$ cat src/hw/mem_access_pkg.sv
`default_nettype none

package mem_access_pkg;

    // Address and data path width
    localparam int XLEN = 32;

    // Data memory depth in words, indexed by address bits 9 to 2
    localparam int MEM_WORDS = 256;
    localparam int MEM_IDX_W = $clog2(MEM_WORDS);

    // Byte lanes per data word
    localparam int STRB_W = XLEN / 8;

    // Access width, same encoding as RV32 load/store funct3
    typedef enum logic [2:0] {
        WIDTH_B  = 3'b000,
        WIDTH_H  = 3'b001,
        WIDTH_W  = 3'b010,
        WIDTH_BU = 3'b100,
        WIDTH_HU = 3'b101
    } mem_width_e;

endpackage

`default_nettype wire

$ cat src/hw/store_align.sv
`timescale 1ns/1ps
`default_nettype none

module store_align import mem_access_pkg::*; (
    input  logic [XLEN-1:0] addr,
    input  logic [XLEN-1:0] wdata,
    input  mem_width_e      funct3,
    output logic [XLEN-1:0] st_word_addr,
    output logic [XLEN-1:0] st_data,
    output logic [3:0]      st_strb
);

    assign st_word_addr = {addr[XLEN-1:2], 2'b00};

    always_comb begin
        case (funct3)
            WIDTH_B, WIDTH_BU: begin
                st_data = {4{wdata[7:0]}};           // Same byte in every lane
                st_strb = 4'b0001 << addr[1:0];
            end
            WIDTH_H, WIDTH_HU: begin
                st_data = {2{wdata[15:0]}};
                st_strb = addr[1] ? 4'b1100 : 4'b0011;
            end
            WIDTH_W: begin
                st_data = wdata;
                st_strb = 4'b1111;
            end
            default: begin
                // Unused funct3 codes touch no lanes
                st_data = wdata;
                st_strb = 4'b0000;
            end
        endcase
    end

endmodule

`default_nettype wire

$ cat config.mk
export PLATFORM = sky130hd
export DESIGN_NAME = store_align
export DESIGN_NICKNAME = d
export VERILOG_FILES = /design/src/hw/mem_access_pkg.sv /design/src/hw/store_align.sv
export SDC_FILE = /design/constraint.sdc
export NUM_CORES = 1
export LEC_CHECK = 0
export ABC_AREA = 1
export BUFFER_PORTS_ARGS = -buffer_cell sky130_fd_sc_hd__clkbuf_2
export CELL_PAD_IN_SITES_DETAIL_PLACEMENT = 1
export CELL_PAD_IN_SITES_GLOBAL_PLACEMENT = 1
export CORE_UTILIZATION = 16
export DETAILED_ROUTE_END_ITERATION = 12
export GPL_ROUTABILITY_DRIVEN = 0
export PLACE_DENSITY = 0.88
export SYNTH_ARGS = -nofsm -noshare
export SYNTH_HDL_FRONTEND = slang
export SYNTH_SLANG_ARGS = --single-unit
export TNS_END_PERCENT = 30
$ cat constraint.sdc
create_clock -name vclk -period 2.43
set_input_delay 0.486 -clock vclk [all_inputs]
set_output_delay 0.486 -clock vclk [all_outputs]
set_load 0.01 [all_outputs]
==> impl_results.md <==
* Via-to-Cell Ratio at approximately 4.3
* Largest family of logic cells by synthesized area: buffers and inverters
* PortBufs at 73
* Die height at 71.6 um
* # rows at 24
* Pre-CTS setup slack at 0.456 ns
* CP startpoint kind: primary input
* Initial core utilization at 0.172
* Nets at 240
* Setup Viol. Count Final at 0
* Fillcell total at a little over 600
* Gates resized, CTS repair at 0
* Initial antenna violation count at 0
* Max Cap Viol at 0
* Pin count of the biggest net entering global routing at 19
* Iter 0 DRT Violations at 27
* Met3 WL at 180 um
* Post-Synth XOR/XNOR Area at 0
* Syn. warnings at 0
* Highest metal used: met4
* Crit-path max FO at 13
* Netlist Area Pre-Place at approximately 770 sq um
* Grt ovf at 0
* Post-Place Cells at 223
* Setup bufs post-CTS at 0
* Share of cells above drive strength 1 at 0.450
* Seq cells at 0
* Routed Antenna Nets at 0
* Post-synthesis adder-cell area fraction at 0
* RSZ-0062 raised after global routing: false
* Crit Path Category: primary input to output pin
* DP Wirelength at approximately 2200 um
* Total Routed Length at 2660 um
* DR WL/cell at between 10 and 15 um
* DRT Pass-1 Iters at 4
* Status: complete, no violations
* P&R area growth vs syn at 10.3%
* Netlist cell types at 11
* Hold buffer count at cts at 0
* Type of the worst min-delay path: primary input to output pin
* Total I/O pin count at around 140
* Mapped Cells at about 140
* # DRC at 0
* Setup WS post-layout at 0.487 ns
* Portion of the post-synthesis area used by sequential elements at 0
* DIE AREA at 5120 sq um
* Core ar. at about 4500 sq um
* Total of clock buffers placed in the layout at 0
* Post-Layout Cell Count at 223
* Synth Area in Compound Gates at 0.0517
* CP Capture Point: st_data[31]
* WP data required at 1.94 ns
* Die width at between 70 and 80 um
* Vias post-DR at 960
* Met1 wire length at 1080 um
* First-pass GRT wire length at approximately 4300 um
* WL met2 at 1350 um
* Diodes inserted at 0
* Period utilisation layout at 0.800
* Power share of the sequential group at 0
* Clk pwr share at 0
* Crit path time final at 1.94 ns
* Endpoints failing hold at 0
* P_int at roughly 0.073 mW
* P_sw at a little over 0.1 mW
* GRT Total Usage at 0.101
* PD cells at a little over 200 nW/um^2
* Setup TNS at 0 ns
* Register area at 0 sq um
* P_leak at 0.575 nW
* Total power at 0.175 mW
* Mux cell area share after synthesis at 0
* Crit. Startpoint: funct3[1]
* Logic pwr share at 1.000
* Vias in the first global route at 949
* Post-Synth Simple-Gate Area at 0.435
* Area after DPL at 855 sq um
* Critical path capture point type: output pin
* Sw frac at 0.583
* FMAX at 515 MHz
* CP arrival at 1.46 ns
* Syn_area_per_cell at 5.45 sq um
* Non-Filler Cell Area, Final at 855 sq um
* Peak VDD IR at 30.6 uV
* Count of pins over their slew limit at 0
placed cells by master, fill, tap and decap left out:
cell and n:
conb_1 2, nor2_1 3, o21ai_0 8, buf_4 2, nand2_1 53, nand3_1 23, inv_1 5, clkbuf_2 73
inv_4 1, nor2_4 1
worst min path at each step:
stage / startpoint / end / slack, ns / depth (start not counted)
6_report: addr[13] / st_word_addr[13] / 0.97 / 0
5_1_grt: addr[13] / st_word_addr[13] / 0.97 / 0
4_1_cts: addr[11] / st_word_addr[11] / 0.97 / 0
3_5_place_dp: addr[11] / st_word_addr[11] / 0.97 / 0
3_3_place_gp: addr[11] / st_word_addr[11] / 0.97 / 0
2_1_floorplan: wdata[0] / st_data[0] / 1.06 / 1
stage by stage:
stage               utilization  hold WS [ns]
finish                    0.190         0.972
global route              0.190         0.972
CTS                       0.190         0.972
detailed placement        0.190         0.972
global placement          0.190         0.972
floorplan                     -          1.06
layer usage:
metal  GRT usage  vias to the layer above
met2       0.202                       49
met4      0.0240                        0
met5           0                        -
met3     0.00422                       10
li1            -                      461
met1       0.117                      440
cell families after synthesis:
logic type | count (synthesis)
buffers and inverters | 53
AOI/OAI and AO/OA | 8
other | 1
and+or+nand+nor | 80
cell usage after synthesis:
library cell  number  area share
buf_2              1      0.0065
buf_4             41        0.40
buf_6              5       0.073
conb_1             1      0.0048
inv_1              5       0.024
inv_4              1      0.0081
nand2_1           53        0.26
nand3_1           23        0.15
nor2_1             3       0.015
nor2_4             1       0.015
o21ai_0            8       0.052
layout make-up:
type	instances	area, sq um	share of cell area
inverter	6	25.0	0.0293
multi-input combinational	90	384	0.449
tap	52	65.1	0.0761
timing repair buffer	75	380	0.445
critical path, cell delays in order:
cell and delay, ns:
clkbuf_2 0.23, nor2_4 0.36, nand2_1 0.14, nand3_1 0.11
clkbuf_2 0.14
power by group through the flow:
stage                     combinational [mW]  sequential, mW  clock, mW
after detailed placement               0.178               0          0
after CTS                              0.179               0          0
after global routing                   0.197               0          0
after floorplan                        0.155               0          0
after global placement                 0.174               0          0
final                                  0.175               0          0
(Power assumes the default switching activity.)
