[src/hw/mem_access_pkg.sv]
`default_nettype none

package mem_access_pkg;

    // Address and data path width
    localparam int XLEN = 32;

    // Data memory depth in words, indexed by address bits 9 to 2
    localparam int MEM_WORDS = 256;
    localparam int MEM_IDX_W = $clog2(MEM_WORDS);

    // Byte lanes per data word
    localparam int STRB_W = XLEN / 8;

    // Access width, same encoding as RV32 load/store funct3
    typedef enum logic [2:0] {
        WIDTH_B  = 3'b000,
        WIDTH_H  = 3'b001,
        WIDTH_W  = 3'b010,
        WIDTH_BU = 3'b100,
        WIDTH_HU = 3'b101
    } mem_width_e;

endpackage

`default_nettype wire

[src/hw/load_align.sv]
`timescale 1ns/1ps
`default_nettype none

module load_align import mem_access_pkg::*; (
    input  logic            clk,
    input  logic            arst_n,
    input  logic            load_go,
    input  logic [1:0]      ld_byte_off,
    input  mem_width_e      ld_funct3,
    input  logic            fwd_hit,
    input  logic [XLEN-1:0] fwd_data,
    input  logic [XLEN-1:0] mem_rd_data,
    output logic            load_done,
    output logic [XLEN-1:0] load_data,
    output logic            load_forwarded
);

    logic [XLEN-1:0] word;
    logic [7:0]      ld_byte;
    logic [15:0]     ld_half;
    logic [XLEN-1:0] result;

    assign word    = fwd_hit ? fwd_data : mem_rd_data;
    assign ld_byte = word[8*ld_byte_off +: 8];
    assign ld_half = ld_byte_off[1] ? word[31:16] : word[15:0];

    always_comb begin
        case (ld_funct3)
            WIDTH_B:  result = {{(XLEN-8){ld_byte[7]}}, ld_byte};
            WIDTH_BU: result = {{(XLEN-8){1'b0}}, ld_byte};
            WIDTH_H:  result = {{(XLEN-16){ld_half[15]}}, ld_half};
            WIDTH_HU: result = {{(XLEN-16){1'b0}}, ld_half};
            default:  result = word;                  // Full word
        endcase
    end

    always_ff @(posedge clk or negedge arst_n) begin
        if (!arst_n) begin
            load_done      <= 1'b0;
            load_forwarded <= 1'b0;
        end else begin
            load_done      <= load_go;   // One-cycle pulse per accepted load
            load_forwarded <= load_go && fwd_hit;
        end
    end

    always_ff @(posedge clk) begin
        if (load_go)
            load_data <= result;
    end

endmodule

`default_nettype wire

[config.mk]
export PLATFORM = sky130hd
export DESIGN_NAME = load_align
export DESIGN_NICKNAME = d
export VERILOG_FILES = /design/src/hw/mem_access_pkg.sv /design/src/hw/load_align.sv
export SDC_FILE = /design/constraint.sdc
export NUM_CORES = 1
export LEC_CHECK = 0
export BUFFER_PORTS_ARGS = -buffer_cell sky130_fd_sc_hd__buf_2
export CAP_MARGIN = 20
export CORE_MARGIN = 4
export CORE_UTILIZATION = 30
export CTS_BUF_LIST = sky130_fd_sc_hd__clkbuf_8
export CTS_CLUSTER_DIAMETER = 30
export DETAILED_ROUTE_END_ITERATION = 7
export PLACE_DENSITY = 0.63
export SYNTH_ARGS = -nofsm -noshare
export SYNTH_HDL_FRONTEND = slang
export SYNTH_SLANG_ARGS = --single-unit
[constraint.sdc]
create_clock -name clk -period 0.8 [get_ports clk]
set_clock_uncertainty 0.15 [all_clocks]
set_input_delay 0.16 -clock clk [delete_from_list [all_inputs] [get_ports clk]]
set_output_delay 0.16 -clock clk [all_outputs]
set_load 0.01 [all_outputs]
==> results of run 1 <==
[how the worst min path moves through the flow]
stage           start                  endpoint  slack [ns]  depth (start not counted)
6_report       arst_n       load_done$_DFF_PN0_        0.03                          2
5_1_grt        arst_n       load_done$_DFF_PN0_        0.04                          2
4_1_cts        arst_n       load_done$_DFF_PN0_        0.02                          2
3_5_place_dp   arst_n       load_done$_DFF_PN0_       -0.20                          1
3_3_place_gp   arst_n  load_forwarded$_DFF_PN0_       -0.21                          1
2_1_floorplan  arst_n       load_done$_DFF_PN0_       -0.29                          0
[stage by stage]
step / setup TNS (ns) / hold slack [ns]
2_1_floorplan: -31.29 / -0.2856
4_1_cts: -33.77 / 0.02241
6_report: -33.75 / 0.03337
3_3_place_gp: -39.14 / -0.2052
3_5_place_dp: -39.96 / -0.2038
5_1_grt: -35.73 / 0.04171
[registers in the layout (all words and copies together), names as in the netlist]
register        count
load_done           1
load_forwarded      1
load_data          32
[routing by layer]
| metal | GRT usage | up-vias | wire [um] |
|---|---|---|---|
| met5 | 0 | - | 0 |
| met4 | 0.04342 | 0 | 86 |
| met3 | 0.05008 | 9 | 521 |
| met2 | 0.2769 | 81 | 3266 |
| met1 | 0.1810 | 920 | 2607 |
| li1 | - | 937 | - |
[layout make-up]
type	instances	area [um2]	share of cell area
clock inverters	3	12.51	0.003828
clock buffers	5	68.82	0.02106
well taps	77	96.34	0.02948
inverters	3	11.26	0.003446
multi-input cells	113	1049	0.3208
flip-flops and latches	34	1011	0.3093
repair buffers	152	1020	0.3120
[what timing repair did]
action	CTS	global route
hold buffers	1	0
resized for setup	26	22
cloned	1	0
endpoints found under the setup margin	66	67
pin swaps	16	11
setup buffers	8	4
endpoints found under the hold margin	2	0
[cell usage after synthesis (2+ instances only)]
cell,instances,share of area
a221o_1,5,0.025
a21oi_1,4,0.010
and3_1,4,0.012
buf_2,3,0.0075
a22oi_1,6,0.022
mux2i_1,31,0.15
edfxtp_1,32,0.48
o22ai_1,8,0.025
nor2_1,8,0.015
inv_1,3,0.0056
o21bai_1,14,0.052
a21o_1,3,0.011
nor3_1,2,0.0050
nand2_1,6,0.011
dfrtp_1,2,0.025
a211o_1,6,0.026
mux2_2,2,0.011
clkbuf_1,9,0.017
mux4_2,2,0.022
[power groups by stage]
| stage | Clock (mW) | Sequential [mW] | Combinational (mW) |
|---|---|---|---|
| floorplan | 0 | 2.37 | 0.502 |
| global placement | 0 | 2.26 | 1.26 |
| detailed placement | 0 | 2.26 | 1.28 |
| CTS | 1.20 | 2.22 | 1.41 |
| global route | 1.32 | 2.24 | 1.60 |
| finish | 1.19 | 2.22 | 1.48 |
[logic make-up (layout without fill, tap and decap cells)]
logic type             count (synthesis)  count (layout)  synth area share
AO/OA/AOI/OAI                         50              50            0.1930
multiplexers                          35              35            0.1886
flip-flops                            34              34            0.5047
AND/OR/NAND/NOR                       28              28           0.07433
buffers and inverters                 17             163           0.03935
==> flow_summary.json, run 1 <==
{
  "status": "complete, but fails checks",
  "violations": "setup timing",
  "p_total_mw": 4.890,
  "grt_max_degree": 24,
  "ir_worst_vdd_mv": 0.6124,
  "max_freq_ghz": 0.6246,
  "crit_buf_inv": 1,
  "mappedNetlistArea_mm2": 0.002003,
  "cts-root-buf": "clkbuf_8",
  "p_leak_nw": 1.536,
  "final_layout_size_suffix_gt1_frac": 0.5968,
  "period_needed_ns": 1.601,
  "worstMarginPinSlew_ns": 0.2934,
  "n_antenna_cell": 0,
  "io_buffers": 106,
  "chipWidth_um": 89.72,
  "globalRouteOverflowTotal": 0,
  "start_util": 0.3119,
  "start_kind": "input port",
  "gp_congestion": 0.7497,
  "vias": 1947,
  "slew_violations": 0,
  "power_frac_clock": 0.243,
  "drc": 0,
  "wirelength_um": 6482,
  "synth_edf_count": 32,
  "worstSetupPathDepth": 5,
  "firstDrtPassIters": 4,
  "cts_tree": "built",
  "cp-endpoint": "load_data[12]$_DFFE_PP_",
  "dpl-instance-area_mm2": 0.002885,
  "utilization": 0.5089,
  "crit_path_top_delay_cell": "mux4_2",
  "path_delay_family": "compound AO/OA/AOI/OAI gates",
  "grt_util_all_layers": 0.1561,
  "setup_slack_ns": -0.8009,
  "ys_types": 33,
  "path_class": "in2reg",
  "crit_fanout": 8,
  "via_per_inst": 5.031,
  "p_int_mw": 3.546,
  "worst_ep_required_time_ns": 0.68,
  "synth_ff_type": "edfxtp_1",
  "pin_count": 107,
  "fin_nets": 382,
  "slew_headroom": 0.7988,
  "cts.clk_slew.worst_paths_ns": 0.07,
  "numClockSinks": 34,
  "pwr-share-seq": 0.454,
  "crit_start": "fwd_hit",
  "slowest_delay_ns": 0.50,
  "placed_cells": 371,
  "synth_nets": 237,
  "fillers": 576,
  "final_area_mm2": 0.003268,
  "area_growth_pct": 63.15,
  "core_mm2": 0.006422,
  "clockBufferDepth": 2,
  "drtIter0Drc": 56,
  "antenna_found_initial": 0,
  "grt_first_pass_wirelength_um": 9949,
  "wl_per_cell_um": 16.75,
  "arrival_ns": 1.48,
  "netlist_instances": 164,
  "yosys_register_bits": 34,
  "swShare": 0.2748,
  "final_common_cell": "buf_2",
  "dpl.hpwl_um": 4710,
  "worstSetupEndpointType": "register",
  "place_ws_ns": -1.205,
  "hold_viol_final": 0,
  "layout_common_cells": "buf_2, buf_4, edfxtp_1",
  "cts_buffers": 5,
  "die_area_mm2": 0.008049,
  "setup_viol": 67,
  "switchingPower_mw": 1.344,
  "die_y_um": 89.72,
  "rsz0062_at_grt": "true",
  "async_reset_ff_frac": 0.05882,
  "hp-class": "in2async",
  "fin_crit_sh": 2.001,
  "max-cap-violations": 0,
  "row_count": 29,
  "ys_warn_count": 0,
  "seq_area_frac_synth": 0.5047,
  "layout.cells.non_filler": 387,
  "postSynthAreaPerCell_um2": 12.21,
  "grt_pass1_vias": 2043,
  "ant_nets": 0,
  "p_comb_frac": 0.303,
  "htreeDepth": 2,
  "powerDensity_mw_per_mm2": 1496,
  "worstPathCellList": "buf_8, mux4_2, and3b_4, a31o_4, a211o_1"
}
Power figures use the tool's default switching activity.
==> run 2, diff against run 1 <==
--- a/config.mk
+++ b/config.mk
@@ -6,13 +6,12 @@
 export NUM_CORES = 1
 export LEC_CHECK = 0
 export BUFFER_PORTS_ARGS = -buffer_cell sky130_fd_sc_hd__buf_2
-export CAP_MARGIN = 20
 export CORE_MARGIN = 4
-export CORE_UTILIZATION = 30
+export CORE_UTILIZATION = 42
 export CTS_BUF_LIST = sky130_fd_sc_hd__clkbuf_8
 export CTS_CLUSTER_DIAMETER = 30
 export DETAILED_ROUTE_END_ITERATION = 7
-export PLACE_DENSITY = 0.63
+export PLACE_DENSITY = 0.83
 export SYNTH_ARGS = -nofsm -noshare
 export SYNTH_HDL_FRONTEND = slang
 export SYNTH_SLANG_ARGS = --single-unit
==> run 2 against run 1 <==
The flow still finishes with violations (setup timing). Maximum frequency decreased by 0.73%. Count of clock-buffer cells in the layout increased by 1. Non-clock buffer count decreased by 3. Clock power increased by 9%. Total power increased by 3.5%. First-iteration DRC count increased to 3.1 times the previous value. Core utilization increased by 23 points. Sequential power about the same. Critical endpoint is now load_data[13]$_DFFE_PP_. Worst hold slack got worse by 0.0064 ns. Flip-flop and latch count unchanged. Critical path type unchanged.
==> flow_summary.json, run 2 (same netlist as run 1, synthesis figures left out) <==
{
  "status": "complete, but fails checks",
  "violations": "setup timing",
  "setup_slack_ns": -0.8127,
  "hold_slack_ns": 0.02699,
  "tns_ns": -33.36,
  "clockBufferDepth": 2,
  "grt_pass1_vias": 2057,
  "rsz0062_at_grt": "true",
  "core_mm2": 0.004474,
  "hp-class": "in2async",
  "setup_viol": 67,
  "crit_buf_inv": 1,
  "drtIter0Drc": 176,
  "wirelength_um": 6756,
  "drc": 0,
  "row_count": 24,
  "wl_per_cell_um": 18.82,
  "chipWidth_um": 77.06,
  "place_ws_ns": -1.156,
  "grt_first_pass_wirelength_um": 10190,
  "layout_common_cells": "buf_2, edfxtp_1, buf_4",
  "htreeDepth": 2,
  "cts-root-buf": "clkbuf_8",
  "crit_fanout": 8,
  "worstMarginPinSlew_ns": 0.3542,
  "final_common_cell": "buf_2",
  "pin_count": 107,
  "worstSetupPathDepth": 5,
  "final_layout_size_suffix_gt1_frac": 0.6091,
  "reg_top3": "load_data x32, load_done x1, load_forwarded x1",
  "layout.cells.non_filler": 359,
  "cts.clk_slew.worst_paths_ns": 0.07,
  "top_layer_used": "met4",
  "worstPathCellList": "buf_8, mux4_2, and3b_4, a31o_4, a211o_1",
  "area_growth_pct": 64.40,
  "grt_max_degree": 23,
  "fin_nets": 379,
  "slew_violations": 0,
  "via_per_inst": 5.582,
  "ant_nets": 0,
  "firstDrtPassIters": 4,
  "cts_tree": "built",
  "worst_ep_required_time_ns": 0.69,
  "largest_register": "load_data",
  "start_util": 0.4477,
  "crit_path_top_delay_cell": "mux4_2",
  "largest_reg_flops": 32,
  "gp_congestion": 0.7820,
  "path_delay_family": "compound AO/OA/AOI/OAI gates",
  "worstSetupEndpointType": "register",
  "slew_headroom": 0.7620,
  "period_needed_ns": 1.613,
  "arrival_ns": 1.50,
  "fin_crit_sh": 2.016,
  "ir_worst_vdd_mv": 0.9243,
  "crit_start": "fwd_hit",
  "cts_buffers": 5,
  "globalRouteOverflowTotal": 0,
  "placed_cells": 337,
  "hold_viol_final": 0,
  "wl_met2_um": 3562,
  "p_leak_nw": 1.522,
  "die_area_mm2": 0.005938,
  "antenna_found_initial": 0,
  "route.met3.wl_um": 514,
  "start_kind": "input port",
  "cp-endpoint": "load_data[13]$_DFFE_PP_",
  "grt_util_all_layers": 0.2215,
  "wl_met1_um": 2570,
  "powerDensity_mw_per_mm2": 1537,
  "slowest_delay_ns": 0.51,
  "io_buffers": 106,
  "n_antenna_cell": 0,
  "max_freq_ghz": 0.6201,
  "die_y_um": 77.06,
  "path_class": "in2reg",
  "vias": 2004,
  "numClockSinks": 34,
  "dpl.hpwl_um": 4470,
  "max-cap-violations": 0
}
[run 2: cell types whose count changed in the layout (fill, tap and decap cells not counted), moves of 3 or more]
cell / before / now
mux2i_4: 4 / 9
mux2i_2: 6 / 3
buf_6: 3 / 8
buf_4: 33 / 26
[run 2: timing repair]
action,in CTS,in global routing
gates cloned,1,0
pin swaps,14,12
endpoints found under the setup margin,67,67
hold buffers,1,0
endpoints found under the hold margin,2,0
gates resized for setup,50,14
buffers inserted,6,8
[run 2: power by group]
part	leakage (nW)	switching (mW)	internal, mW
logic	1.13	0.734	0.807
clock network	0.0524	0.621	0.681
registers	0.336	0.0430	2.18
total	1.52	1.40	3.66
[run 2: routing by layer]
metal  vias up  track usage
li1        935            -
met1       957       0.2562
met2        99       0.3894
met3        13      0.06089
met4         0      0.08363
met5         -            0
[run 2: how the worst min path moves through the flow]
stage	start	endpoint	slack (ns)
4_1_cts	arst_n	load_forwarded$_DFF_PN0_	0.03
6_report	arst_n	load_done$_DFF_PN0_	0.03
3_5_place_dp	arst_n	load_forwarded$_DFF_PN0_	-0.20
3_3_place_gp	arst_n	load_done$_DFF_PN0_	-0.21
5_1_grt	arst_n	load_done$_DFF_PN0_	0.03
2_1_floorplan	arst_n	load_done$_DFF_PN0_	-0.29
[run 2: through the flow]
| step | instance area (um2) | power [mW] | util |
|---|---|---|---|
| final | 3293 | 5.061 | 0.7360 |
| after global routing | 3293 | 5.293 | 0.7360 |
| after CTS | 3191 | 4.960 | 0.7131 |
| after detailed placement | 2774 | 3.468 | 0.6200 |
| after global placement | 2774 | 3.428 | 0.6200 |
| after floorplan | 2022 | 2.869 | - |
[run 2: area by class of cell]
class / instances / area (um2)
Clock buffer: 6 / 82.58
Sequential cell: 34 / 1011
Inverter: 3 / 11.26
Tap cell: 52 / 65.06
Clock inverter: 2 / 8.758
Timing Repair Buffer: 149 / 1008
Fill cell: 278 / 1181
Multi-Input combinational cell: 113 / 1106
