$ cat src/hw/mem_access_pkg.sv
`default_nettype none

package mem_access_pkg;

    // Address and data path width
    localparam int XLEN = 32;

    // Data memory depth in words, indexed by address bits 9 to 2
    localparam int MEM_WORDS = 256;
    localparam int MEM_IDX_W = $clog2(MEM_WORDS);

    // Byte lanes per data word
    localparam int STRB_W = XLEN / 8;

    // Access width, same encoding as RV32 load/store funct3
    typedef enum logic [2:0] {
        WIDTH_B  = 3'b000,
        WIDTH_H  = 3'b001,
        WIDTH_W  = 3'b010,
        WIDTH_BU = 3'b100,
        WIDTH_HU = 3'b101
    } mem_width_e;

endpackage

`default_nettype wire

$ cat src/hw/store_buffer_pkg.sv
`default_nettype none

package store_buffer_pkg;

    // Number of store buffer entries
    localparam int SB_DEPTH = 4;
    localparam int SB_PTR_W = 2;   // Head and tail pointer width

    // Occupancy counter needs one bit more than the pointers
    localparam int SB_CNT_W = SB_PTR_W + 1;

    // Width of a reorder buffer tag
    localparam int ROB_IDX_W = 4;

    // Lifecycle of one entry
    typedef enum logic [1:0] {
        SB_FREE      = 2'b00,
        SB_SPEC      = 2'b01,  // Allocated, waiting for the ROB
        SB_COMMITTED = 2'b10   // Waiting to drain to memory
    } sb_state_e;

endpackage

`default_nettype wire
$ cat src/hw/store_buffer.sv
`timescale 1ns/1ps
`default_nettype none

module store_buffer
    import mem_access_pkg::*;
    import store_buffer_pkg::*;
(
    input  logic                 clk,
    input  logic                 arst_n,
    input  logic                 store_valid,
    input  logic [XLEN-1:0]      st_word_addr,
    input  logic [XLEN-1:0]      st_data,
    input  logic [3:0]           st_strb,
    input  logic [ROB_IDX_W-1:0] rob_idx,
    input  logic                 commit_valid,
    input  logic [ROB_IDX_W-1:0] commit_rob_idx,
    input  logic                 flush,
    input  logic                 load_valid,
    input  logic [XLEN-1:0]      ld_word_addr,
    input  logic [3:0]           ld_strb,
    input  logic                 mem_busy,
    output logic                 store_stall,
    output logic                 load_stall,
    output logic                 fwd_hit,
    output logic [XLEN-1:0]      fwd_data,
    output logic                 mem_wr_valid,
    output logic [XLEN-1:0]      mem_wr_addr,
    output logic [XLEN-1:0]      mem_wr_data,
    output logic [3:0]           mem_wr_strb,
    output logic                 sb_empty
);

    // Entry array
    sb_state_e            ent_state [SB_DEPTH];
    logic [ROB_IDX_W-1:0] ent_rob   [SB_DEPTH];
    logic [XLEN-1:0]      ent_addr  [SB_DEPTH];
    logic [XLEN-1:0]      ent_data  [SB_DEPTH];
    logic [3:0]           ent_strb  [SB_DEPTH];

    logic [SB_PTR_W-1:0] head;     // Oldest entry
    logic [SB_PTR_W-1:0] tail;     // Next slot to allocate
    logic [SB_CNT_W-1:0] count;
    logic [SB_CNT_W-1:0] n_comm;   // Committed entries, always a prefix from head

    logic full;
    logic st_accept;
    logic drain;

    // Forwarding search
    logic [SB_PTR_W-1:0] idx;
    logic                found;
    logic [3:0]          m_strb;
    logic [XLEN-1:0]     m_data;
    logic                covered;

    assign full        = (count == SB_CNT_W'(SB_DEPTH));
    assign store_stall = full;
    assign st_accept   = store_valid && !full;
    assign sb_empty    = (count == '0);

    // Drain port, head entry goes out once the ROB has committed it
    assign mem_wr_valid = (ent_state[head] == SB_COMMITTED);
    assign mem_wr_addr  = ent_addr[head];
    assign mem_wr_data  = ent_data[head];
    assign mem_wr_strb  = ent_strb[head];
    assign drain        = mem_wr_valid && !mem_busy;

    always_comb begin
        n_comm = '0;
        for (int i = 0; i < SB_DEPTH; i++) begin
            if (ent_state[i] == SB_COMMITTED)
                n_comm = n_comm + 1'b1;
        end
    end

    always_ff @(posedge clk or negedge arst_n) begin
        if (!arst_n) begin
            for (int i = 0; i < SB_DEPTH; i++)
                ent_state[i] <= SB_FREE;
            head  <= '0;
            tail  <= '0;
            count <= '0;
        end else begin
            if (drain) begin
                ent_state[head] <= SB_FREE;
                head            <= head + 1'b1;
            end
            if (flush) begin
                // Drop speculative stores, committed ones stay and drain
                for (int i = 0; i < SB_DEPTH; i++) begin
                    if (ent_state[i] == SB_SPEC)
                        ent_state[i] <= SB_FREE;
                end
                tail  <= head + n_comm[SB_PTR_W-1:0];
                count <= n_comm - SB_CNT_W'(drain);
            end else begin
                if (commit_valid) begin
                    for (int i = 0; i < SB_DEPTH; i++) begin
                        if (ent_state[i] == SB_SPEC && ent_rob[i] == commit_rob_idx)
                            ent_state[i] <= SB_COMMITTED;
                    end
                end
                if (st_accept) begin
                    ent_state[tail] <= SB_SPEC;
                    tail            <= tail + 1'b1;
                end
                count <= count + SB_CNT_W'(st_accept) - SB_CNT_W'(drain);
            end
        end
    end

    // Payload, written only at allocation
    always_ff @(posedge clk) begin
        if (st_accept && !flush) begin
            ent_rob[tail]  <= rob_idx;
            ent_addr[tail] <= st_word_addr;
            ent_data[tail] <= st_data;
            ent_strb[tail] <= st_strb;
        end
    end

    // Walk from the youngest slot back to head, first overlap wins
    always_comb begin
        found  = 1'b0;
        m_strb = '0;
        m_data = '0;
        idx    = head;
        for (int k = SB_DEPTH - 1; k >= 0; k--) begin
            idx = head + SB_PTR_W'(k);
            if (!found && ent_state[idx] != SB_FREE &&
                ent_addr[idx] == ld_word_addr && |(ent_strb[idx] & ld_strb)) begin
                found  = 1'b1;
                m_strb = ent_strb[idx];
                m_data = ent_data[idx];
            end
        end
    end

    assign covered    = ((m_strb & ld_strb) == ld_strb);
    assign fwd_hit    = found && covered;
    assign fwd_data   = m_data;
    assign load_stall = load_valid && found && !covered;   // Partial overlap waits for drain

endmodule

`default_nettype wire

$ cat config.mk
export PLATFORM = sky130hd
export DESIGN_NAME = store_buffer
export DESIGN_NICKNAME = d
export VERILOG_FILES = /design/src/hw/mem_access_pkg.sv /design/src/hw/store_buffer_pkg.sv /design/src/hw/store_buffer.sv
export SDC_FILE = /design/constraint.sdc
export NUM_CORES = 1
export LEC_CHECK = 0
export ABC_AREA = 1
export BUFFER_PORTS_ARGS = -buffer_cell sky130_fd_sc_hd__clkbuf_2
export CORE_ASPECT_RATIO = 0.6
export CORE_MARGIN = 1
export CORE_UTILIZATION = 40
export CTS_CLUSTER_SIZE = 14
export DETAILED_ROUTE_END_ITERATION = 12
export HOLD_SLACK_MARGIN = 0.02
export PLACE_DENSITY = 0.57
export SLEW_MARGIN = 10
export SYNTH_ARGS = -nofsm -noshare
export SYNTH_HDL_FRONTEND = slang
export SYNTH_SLANG_ARGS = --single-unit
$ cat constraint.sdc
create_clock -name clk -period 6.2 [get_ports clk]
set_input_delay 0.62 -clock clk [delete_from_list [all_inputs] [get_ports clk]]
set_output_delay 0.62 -clock clk [all_outputs]
set_load 0.03 [all_outputs]
==> results.cfg, run 1 <==
[synthesis]
yosys.area_share.simple_pct = 34.4
synth_area_um2 = 20100
syn_inst = 2705
synth_top_family_by_area = simple AND/OR/NAND/NOR gates
synthXorXnorAreaFrac_pct = 1.17
synth-edff-count = 288
ys_seq_area_share_pct = 44.8
async_reset_ff_share_pct = 4.95
synthMuxAreaShare_pct = 1.54
yosys.area_share.adder_pct = 1.09
synth-main-ff-cell = edfxtp_1
synth_warnings = 0
synth_compound_area_share_pct = 10.2
ys_types = 46
avgSynthCellArea_um2 = 7.44
synth-seq-cells = 303
synth_nets = 2841

[placed_design]
dp.cells = 3475
dp_hpwl_um = 58300
port_buffers = 223
place_congestion = 1.03

[critical_path]
end_kind = output port
crit_path_max_fanout = 58
critical_path_required_ns = 5.58
worstSetupPathType = register to output port
startpoint_type = register
worst_ep_arrival_time_ns = 5.19

[cts]
cts_resized = 0
htreeDepth = 1
clk_pin_slew_ns = 0.06
clock_latency_ns = 0.60
cts_buffers = 30
cts.sinks = 303
cts_root_buf = clkbuf_16
cts_tree = done
cts_buffer_depth = 3

[timing]
final-hold-violation-count = 0
fmax_mhz = 172
fin_crit_sh_pct = 93.8
max-slew-margin-rel_pct = 17.0
setup-tns-final_ns = 0
worstMarginPinSlew_ns = 1.24
finalCriticalPeriod_ns = 5.81
rsz0062_at_grt = false
skew_ns = 0.0106
setup_viol = 0
slew_violations = 0

[detailed_routing]
wl_per_cell_um = 21.6
drt_iter0_markers = 2411
vias = 19926
vias_per_cell = 5.64
ant_nets = 0
wirelength_um = 76100
firstDrtPassIters = 5
drc = 0

[power_and_ir_drop]
clkPwrFrac_pct = 14.9
p_seq_share_pct = 20.3
p_per_area_nw_per_um2 = 565
internal-power_mw = 5.71
combPwrFrac_pct = 64.8
leakagePower_nw = 10.1
p_sw_mw = 7.21
worst_ir_drop_vdd_uv = 357
switching_share_pct = 55.8

[floorplan]
die_w_um = 292
initial_core_util_pct = 40.7
die_area_um2 = 51300
core_area_um2 = 49500
die_y_um = 176
fp-row-count = 63
ios = 224

[grt]
antenna_found_initial = 3
grt_max_degree = 109
grt_pass1_vias = 17672
grt_overflow = 0
grtUsageTotal_pct = 29.3
grt_pass1_wl_um = 112000

[status]
outcome = finished clean

[run]
max-cap-violations = 0

[finish]
finish.net_count = 2994
areaGrowthSynthToFinish_pct = 13.4
nFillCells = 4910
drive_gt1_share_pct = 11.5
layout_common_cells = nand2_1, nand3_1, edfxtp_1, clkbuf_2, o21ai_0
layoutNonFillerInstCount = 3533
final_common_cell = nand2_1

[hold_path]
hold_path.class = primary input to register
[synth_stat cells, types with 2 or more instances]
| cell type | n | share of area (%) |
|---|---|---|
| o2111ai_1 | 16 | 0.70 |
| edfxtp_1 | 288 | 43 |
| and2_1 | 17 | 0.53 |
| buf_4 | 14 | 0.52 |
| or2_2 | 4 | 0.12 |
| nand3b_1 | 3 | 0.11 |
| clkbuf_1 | 54 | 1.0 |
| and3_1 | 2 | 0.062 |
| dfrtp_1 | 15 | 1.9 |
| a31oi_1 | 16 | 0.50 |
| buf_1 | 14 | 0.26 |
| nor3_1 | 5 | 0.12 |
| nor2_2 | 2 | 0.062 |
| inv_2 | 6 | 0.11 |
| nor4_1 | 2 | 0.062 |
| ha_1 | 16 | 0.99 |
| a31o_2 | 3 | 0.13 |
| nand4_1 | 37 | 1.1 |
| nand2_1 | 1031 | 19 |
| o21ai_0 | 195 | 4.8 |
| o22ai_1 | 3 | 0.093 |
| nand3_1 | 409 | 10 |
| buf_2 | 51 | 1.3 |
| a21oi_1 | 26 | 0.65 |
| nor2_1 | 137 | 2.6 |
| o21ai_1 | 11 | 0.27 |
| xor2_1 | 22 | 0.96 |
| xnor2_1 | 5 | 0.22 |
| inv_1 | 178 | 3.3 |
| mux2i_1 | 31 | 1.5 |
| o211ai_1 | 73 | 2.7 |
| buf_6 | 5 | 0.28 |
[per-stage QoR]
stage                     setup slack [ns]  hold WS (ns)  power (mW)  utilization [%]  area, um^2
after floorplan                       1.50         0.324        8.12                -       20100
final                                0.387         0.241        12.9             46.1       22800
after global routing                 0.148         0.230        13.7             46.1       22800
after CTS                            0.452         0.211        12.7             46.1       22800
after global placement                1.15         0.555        10.7             44.1       21800
after detailed placement              1.14         0.579        10.8             44.1       21800
[cells by family after synthesis]
| logic type | Yosys count |
|---|---|
| compound gates | 349 |
| xor+xnor | 27 |
| fa+ha+maj | 17 |
| buf+inv | 322 |
| flops | 303 |
| mux | 31 |
| simple gates | 1656 |
[repair_timing]
item                                   in CTS  in global routing
endpoints found under the hold margin      15                  0
buffers inserted                            0                  0
hold buffers                                1                  0
[final cells by class]
| class | instances | area [um^2] | share of cell area (%) |
|---|---|---|---|
| repair buffers | 259 | 1490 | 6.52 |
| clock inverters | 22 | 250 | 1.10 |
| flip-flops and latches | 303 | 9030 | 39.5 |
| clock buffers | 34 | 766 | 3.35 |
| inverters | 184 | 697 | 3.05 |
| multi-input cells | 2080 | 9790 | 42.9 |
| well taps | 650 | 813 | 3.56 |
| diodes | 1 | 2.50 | 0.0110 |
[registers in the layout, indices dropped and copies added (netlist names)]
name	cells
ent_addr	128
ent_data	128
ent_rob	16
ent_strb	16
ent_state	8
count	3
head	2
tail	2
[metal layers]
metal  track usage [%]  routed length, um  share of wire (%)  vias to the layer above
met1              48.9              38800                 51                     9415
met4              4.52               1110                1.5                        2
met5                 0                 13              0.017                        -
met3              4.97               7390                9.7                       72
li1                  -                  -                  -                     9496
met2              38.7              28800                 38                      941
[worst max-delay path, cell delays in order, from the launching register on]
cell and delay [ns]:
dfrtp_4 0.56, buf_4 0.54, nand2_1 0.13, nand3_1 0.16, nand2_1 0.07, nand2_1 0.07, nand2_1 0.05, nor2_1 0.36
o21ai_0 0.34, nor2_1 0.16, nand3_1 0.28, nor3_4 0.86, buf_4 0.39, o211ai_1 0.14, o2111ai_1 0.15, clkbuf_2 0.25
[final timing paths]
path,end,depth (start not counted),startpoint,slack [ns]
max,fwd_data[16],15,head[0],0.39
min,ent_addr[3][3],1,st_word_addr[3],0.24
max reg2reg,count[2],15,head[0],2.37
min reg2reg,ent_state[5],2,ent_state[5],0.60
max in group asynchronous,head[1],2,arst_n,5.26
min in group asynchronous,count[0],2,arst_n,0.53
[power groups by stage]
stage               Combinational [mW]  Sequential, mW  Clock, mW
detailed placement                8.12            2.66          0
floorplan                         5.50            2.62          0
finish                            8.37            2.63       1.92
CTS                               8.15            2.62       1.96
global route                      9.05            2.65       2.03
global placement                  8.07            2.66          0
Note: power is estimated with default switching activity, not from simulation.
==> inputs of run 2 (changes only) <==
- PLACE_DENSITY: 0.57 -> default
==> run 2 against run 1 <==
  * Worst setup slack better by 0.017 ns
  * Worst hold slack worse by 0.013 ns
  * Global-route usage shrank 1.1 points
  * Non-clock buffer count is 11 lower
  * Utilization decreased by 0.076 points
  * Flip-flop and latch count unchanged
==> results.cfg, run 2 (synthesis results as in run 1) <==
[status]
outcome = finished clean

[detailed_routing]
vias_per_cell = 5.67
drc = 0
vias = 19984
firstDrtPassIters = 5
ant_nets = 0
wirelength_um = 73500
drt_iter0_markers = 2451
wl_per_cell_um = 20.9

[floorplan]
die_area_um2 = 51300
die_y_um = 176
fp-row-count = 63
initial_core_util_pct = 40.7
core_area_um2 = 49500
die_w_um = 292
ios = 224

[critical_path]
critical_path_required_ns = 5.58
crit_path_max_fanout = 148
startpoint_type = register
worstSetupPathType = register to output port
worst_ep_arrival_time_ns = 5.18
end_kind = output port

[cts]
cts.sinks = 303
clk_pin_slew_ns = 0.07
cts_buffers = 31
cts_resized = 0
htreeDepth = 1
cts_tree = done
postCtsSetupBuffers = 0
clock_latency_ns = 0.61
cts_buffer_depth = 3
cts_root_buf = clkbuf_16

[timing]
whs_ns = 0.227
slew_violations = 0
setup_viol = 0
worstMarginPinSlew_ns = 1.05
skew_ns = 0.00875
setup-tns-final_ns = 0
rsz0062_at_grt = false
max-slew-margin-rel_pct = 29.7
fmax_mhz = 173
finalCriticalPeriod_ns = 5.80
fin_crit_sh_pct = 93.5
setup_slack_ns = 0.404
final-hold-violation-count = 0

[placed_design]
place_congestion = 1.02
pre_cts_slack_ns = 1.28
port_buffers = 223
dp_hpwl_um = 54600

[finish]
final_common_cell = nand2_1
drive_gt1_share_pct = 11.2
largest_registers = ent_addr (128), ent_data (128)
layout_common_cells = nand2_1, nand3_1, edfxtp_1, clkbuf_2, o21ai_0
finish.net_count = 2984
areaGrowthSynthToFinish_pct = 13.2

[power_and_ir_drop]
leakagePower_nw = 10.1
worst_ir_drop_vdd_uv = 470
p_per_area_nw_per_um2 = 560

[grt]
grt_max_degree = 212
grt_pass1_wl_um = 109000
grtUsageTotal_pct = 28.2
antenna_found_initial = 4
grt_overflow = 0
grt_pass1_vias = 17865

[hold_path]
hold_path.class = primary input to register

[run]
max-cap-violations = 0
==> run 2: cell types whose count changed in the layout (fill, tap and decap cells not counted) <==
cell / change
clkinv_8: -1
buf_4: -10
clkbuf_16: +1
clkbuf_8: +2
clkinv_2: -3
inv_16: +1
diode_2: +3
inv_6: +1
buf_12: -1
==> run 2: cell type report <==
class | instances | area, um^2
clock buffers | 37 | 818
flip-flops and latches | 303 | 9030
clock inverters | 20 | 248
well taps | 650 | 813
fillers | 4907 | 26700
multi-input cells | 2080 | 9790
repair buffers | 248 | 1390
inverters | 184 | 697
diodes | 4 | 10.0
==> run 2: report_power, final <==
part           total [mW]  leakage [nW]  internal (mW)  switching [mW]
logic                8.15          6.76           2.06            6.09
registers            2.62          2.81           2.49           0.127
clock network        2.00         0.520           1.15           0.845
total                12.8          10.1           5.70            7.06
==> run 2: path summary, 6_finish.rpt <==
check / cells past startpoint / slack [ns] / endpoint / from
worst min-delay path: 1 / 0.23 / ent_addr[2][28] / st_word_addr[28]
worst max-delay path: 15 / 0.40 / fwd_data[22] / head[0]
worst min register to register: 2 / 0.57 / ent_state[7] / ent_state[7]
worst max register to register: 16 / 2.84 / count[2] / head[0]
min in group asynchronous: 2 / 0.54 / ent_state[7] / arst_n
max in group asynchronous: 2 / 5.31 / head[1] / arst_n
==> run 2: worst max-delay path, cell delays in order (launching register included) <==
cell,delay [ns]
dfrtp_4,0.61
inv_4,0.12
buf_12,0.49
o21ai_1,0.18
o21ai_0,0.28
nand2_1,0.09
nand2_1,0.21
nand2_1,0.10
nor2_1,0.52
nand3_1,0.33
nor2_2,0.36
nand3_2,0.14
inv_2,0.52
a21oi_1,0.11
a31oi_1,0.23
clkbuf_2,0.25
==> run 2: repair_timing <==
| item | in CTS | in global routing |
|---|---|---|
| hold endpoints to repair | 15 | 0 |
| hold buffers | 1 | 0 |
| endpoints found under the setup margin | 0 | 0 |
==> run 2: stage by stage <==
stage / power (mW) / instance area (um^2) / utilization [%] / std cells
global route: 13.6 / 22800 / 46.1 / 3526
CTS: 12.6 / 22800 / 46.0 / 3522
global placement: 10.5 / 21700 / 43.9 / 3464
finish: 12.8 / 22800 / 46.1 / 3526
floorplan: 8.12 / 20100 / - / 2705
detailed placement: 10.6 / 21700 / 43.9 / 3464
==> run 2: layer usage <==
layer | global-route usage [%] | wire, um | vias to the layer above | share of wire (%)
met1 | 44.4 | 35300 | 9365 | 48
met2 | 38.6 | 28700 | 1036 | 39
met3 | 6.02 | 8150 | 95 | 11
li1 | - | - | 9488 | -
met4 | 6.03 | 1400 | 0 | 1.9
met5 | 0 | 0 | - | 0
==> inputs of run 3 (changes only) <==
--- a/config.mk
+++ b/config.mk
@@ -11,4 +11,5 @@
 export CORE_MARGIN = 1
 export CORE_UTILIZATION = 40
+export CTS_BUF_LIST = sky130_fd_sc_hd__clkbuf_16
 export CTS_CLUSTER_SIZE = 14
 export DETAILED_ROUTE_END_ITERATION = 12
==> constraint.sdc (replaced) <==
create_clock -name clk -period 6.2 [get_ports clk]
set_input_delay 0 -clock clk [delete_from_list [all_inputs] [get_ports clk]]
set_output_delay 0 -clock clk [all_outputs]
set_load 0.03 [all_outputs]
==> run 3 against run 2 <==
  * Worst setup slack lost 0.032 ns
  * Largest cell class unchanged
  * Highest routed layer unchanged
  * Count of clock-buffer cells in the layout shrank 6
  * Non-clock buffer count grew 83
  * Largest power group unchanged
  * Routed wire length grew 2.7%
  * Sequential power grew 3%
==> results.cfg, run 3 (synthesis results as in run 1) <==
[status]
outcome = finished clean

[critical_path]
reg2reg_to = count[2]
worst_ep_arrival_time_ns = 5.83
crit_buf_inv = 7
rrSetupSlack_ns = 1.85
crit_path_max_fanout = 57
path_cells = inv_4 -> ha_4 -> inv_4 -> buf_12 -> nand3_1 -> nand3_1 -> nand2_1 -> nor2_1 -> nand2_1 -> nor2_1 -> nand2_1 -> nor2_1 -> nand2_1 -> inv_2 -> nand2_2 -> buf_4 -> inv_2 -> nand2_1 -> nand3_1 -> nand2_1 -> nand2_1 -> nor2_1 -> nor2_1 -> clkbuf_2
worst_r2r_startpoint = head[0]
startpoint_type = register
critPathTopFamily = buffers and inverters
crit_top_cell = nand2_1
critical_path_required_ns = 6.20
end_kind = output port
crit_path_max_incr_delay_ns = 0.70
worstSetupPathType = register to output port
slowest_stage = dfrtp_4
r2r_cells = 15

[finish]
finish.net_count = 3067
seq_area_um2 = 9030
drive_gt1_share_pct = 10.6
largest_registers = ent_addr (128), ent_data (128)
postLayoutCoreUtil_pct = 47.8
multiInputGateArea_um2 = 9800
nFillCells = 4838
final_common_cell = nand2_1
areaGrowthSynthToFinish_pct = 17.4
layout_common_cells = nand2_1, nand3_1, edfxtp_1, clkbuf_2, o21ai_0

[power_and_ir_drop]
p_per_area_nw_per_um2 = 542
leakagePower_nw = 10.4
total_power_mw = 12.8
worst_ir_drop_vdd_uv = 643

[placed_design]
place_congestion = 1.03
port_buffers = 223
dp_hpwl_um = 55900

[timing]
rsz0062_at_grt = false
slew_violations = 0
setup-tns-final_ns = 0
skew_ns = 0.0125
finalCriticalPeriod_ns = 5.83
fin_crit_sh_pct = 94.0
fmax_mhz = 172
setup_viol = 0
worstMarginPinSlew_ns = 1.00
final-hold-violation-count = 0
max-slew-margin-rel_pct = 33.3

[grt]
antenna_found_initial = 1
grt_pass1_wl_um = 112000
grt_overflow = 0
grtUsageTotal_pct = 29.1
grt_pass1_vias = 18258
grt_max_degree = 204

[cts]
cts.sinks = 303
clk_pin_slew_ns = 0.07
clock_latency_ns = 0.59
htreeDepth = 1
cts_tree = done
cts_buffer_depth = 3
cts_root_buf = clkbuf_16
cts_buffers = 31

[detailed_routing]
vias_per_cell = 5.57
drt_iter0_markers = 2259
wl_per_cell_um = 20.9
ant_nets = 0
drc = 0
wirelength_um = 75500
vias = 20075
maxUsedRoutingLayer = met4
firstDrtPassIters = 6
wl_met3_um = 7660
dr_wl_met2_um = 29200
m1WireLength_um = 37100

[floorplan]
fp-row-count = 63
die_w_um = 292
die_y_um = 176
initial_core_util_pct = 40.7
ios = 224
core_area_um2 = 49500
die_area_um2 = 51300

[run]
max-cap-violations = 0

[hold_path]
worstHoldStart = st_data[14]
holdPathEnd = ent_data[2][14]
min_path_cells = 2
hold_path.class = primary input to register
==> run 3: worst max-delay path by stage <==
stage                  start             end  slack, ns  depth (start not counted)
global placement     head[0]      load_stall       1.17                         24
CTS                  head[0]      load_stall       0.44                         22
finish               head[0]      load_stall       0.37                         24
detailed placement   head[0]      load_stall       1.08                         22
global route         head[0]      load_stall       0.13                         24
floorplan           count[1]  ent_addr[0][0]       1.73                          6
==> run 3: stage by stage <==
step	area [um^2]	std cells	hold slack (ns)	setup WS, ns
after floorplan	20100	2705	-0.296	1.73
after global placement	21700	3460	-0.0471	1.17
after detailed placement	21700	3460	-0.0167	1.08
after CTS	23600	3603	0.138	0.443
after global routing	23600	3604	0.159	0.128
final	23600	3605	0.170	0.373
==> run 3: cell type report <==
type                            instances  area share (%)
Antenna cell                            2          0.0212
Sequential cell                       303            38.2
Inverter                              184            2.95
Timing Repair Buffer                  331            9.61
Tap cell                              650            3.44
Clock inverter                         24            1.03
Multi-Input combinational cell       2080            41.5
Clock buffer                           31            3.28
==> run 3: repair_timing <==
action,in CTS,in global routing
hold buffers,88,0
endpoints found under the setup margin,0,1
gates resized for setup,0,1
hold endpoints to repair,318,0
buffers inserted,0,0
==> run 3: metal layers <==
layer  vias to the layer above  track usage [%]
li1                       9650                -
met1                      9426             45.5
met2                       910             40.1
met3                        89             6.77
met4                         0             5.96
met5                         -                0
==> run 3: power by group <==
group | leakage [nW] | internal (mW) | switching (mW)
Sequential | 2.81 | 2.49 | 0.198
Combinational | 7.11 | 2.10 | 6.11
Clock | 0.524 | 1.11 | 0.801
Total | 10.4 | 5.70 | 7.11
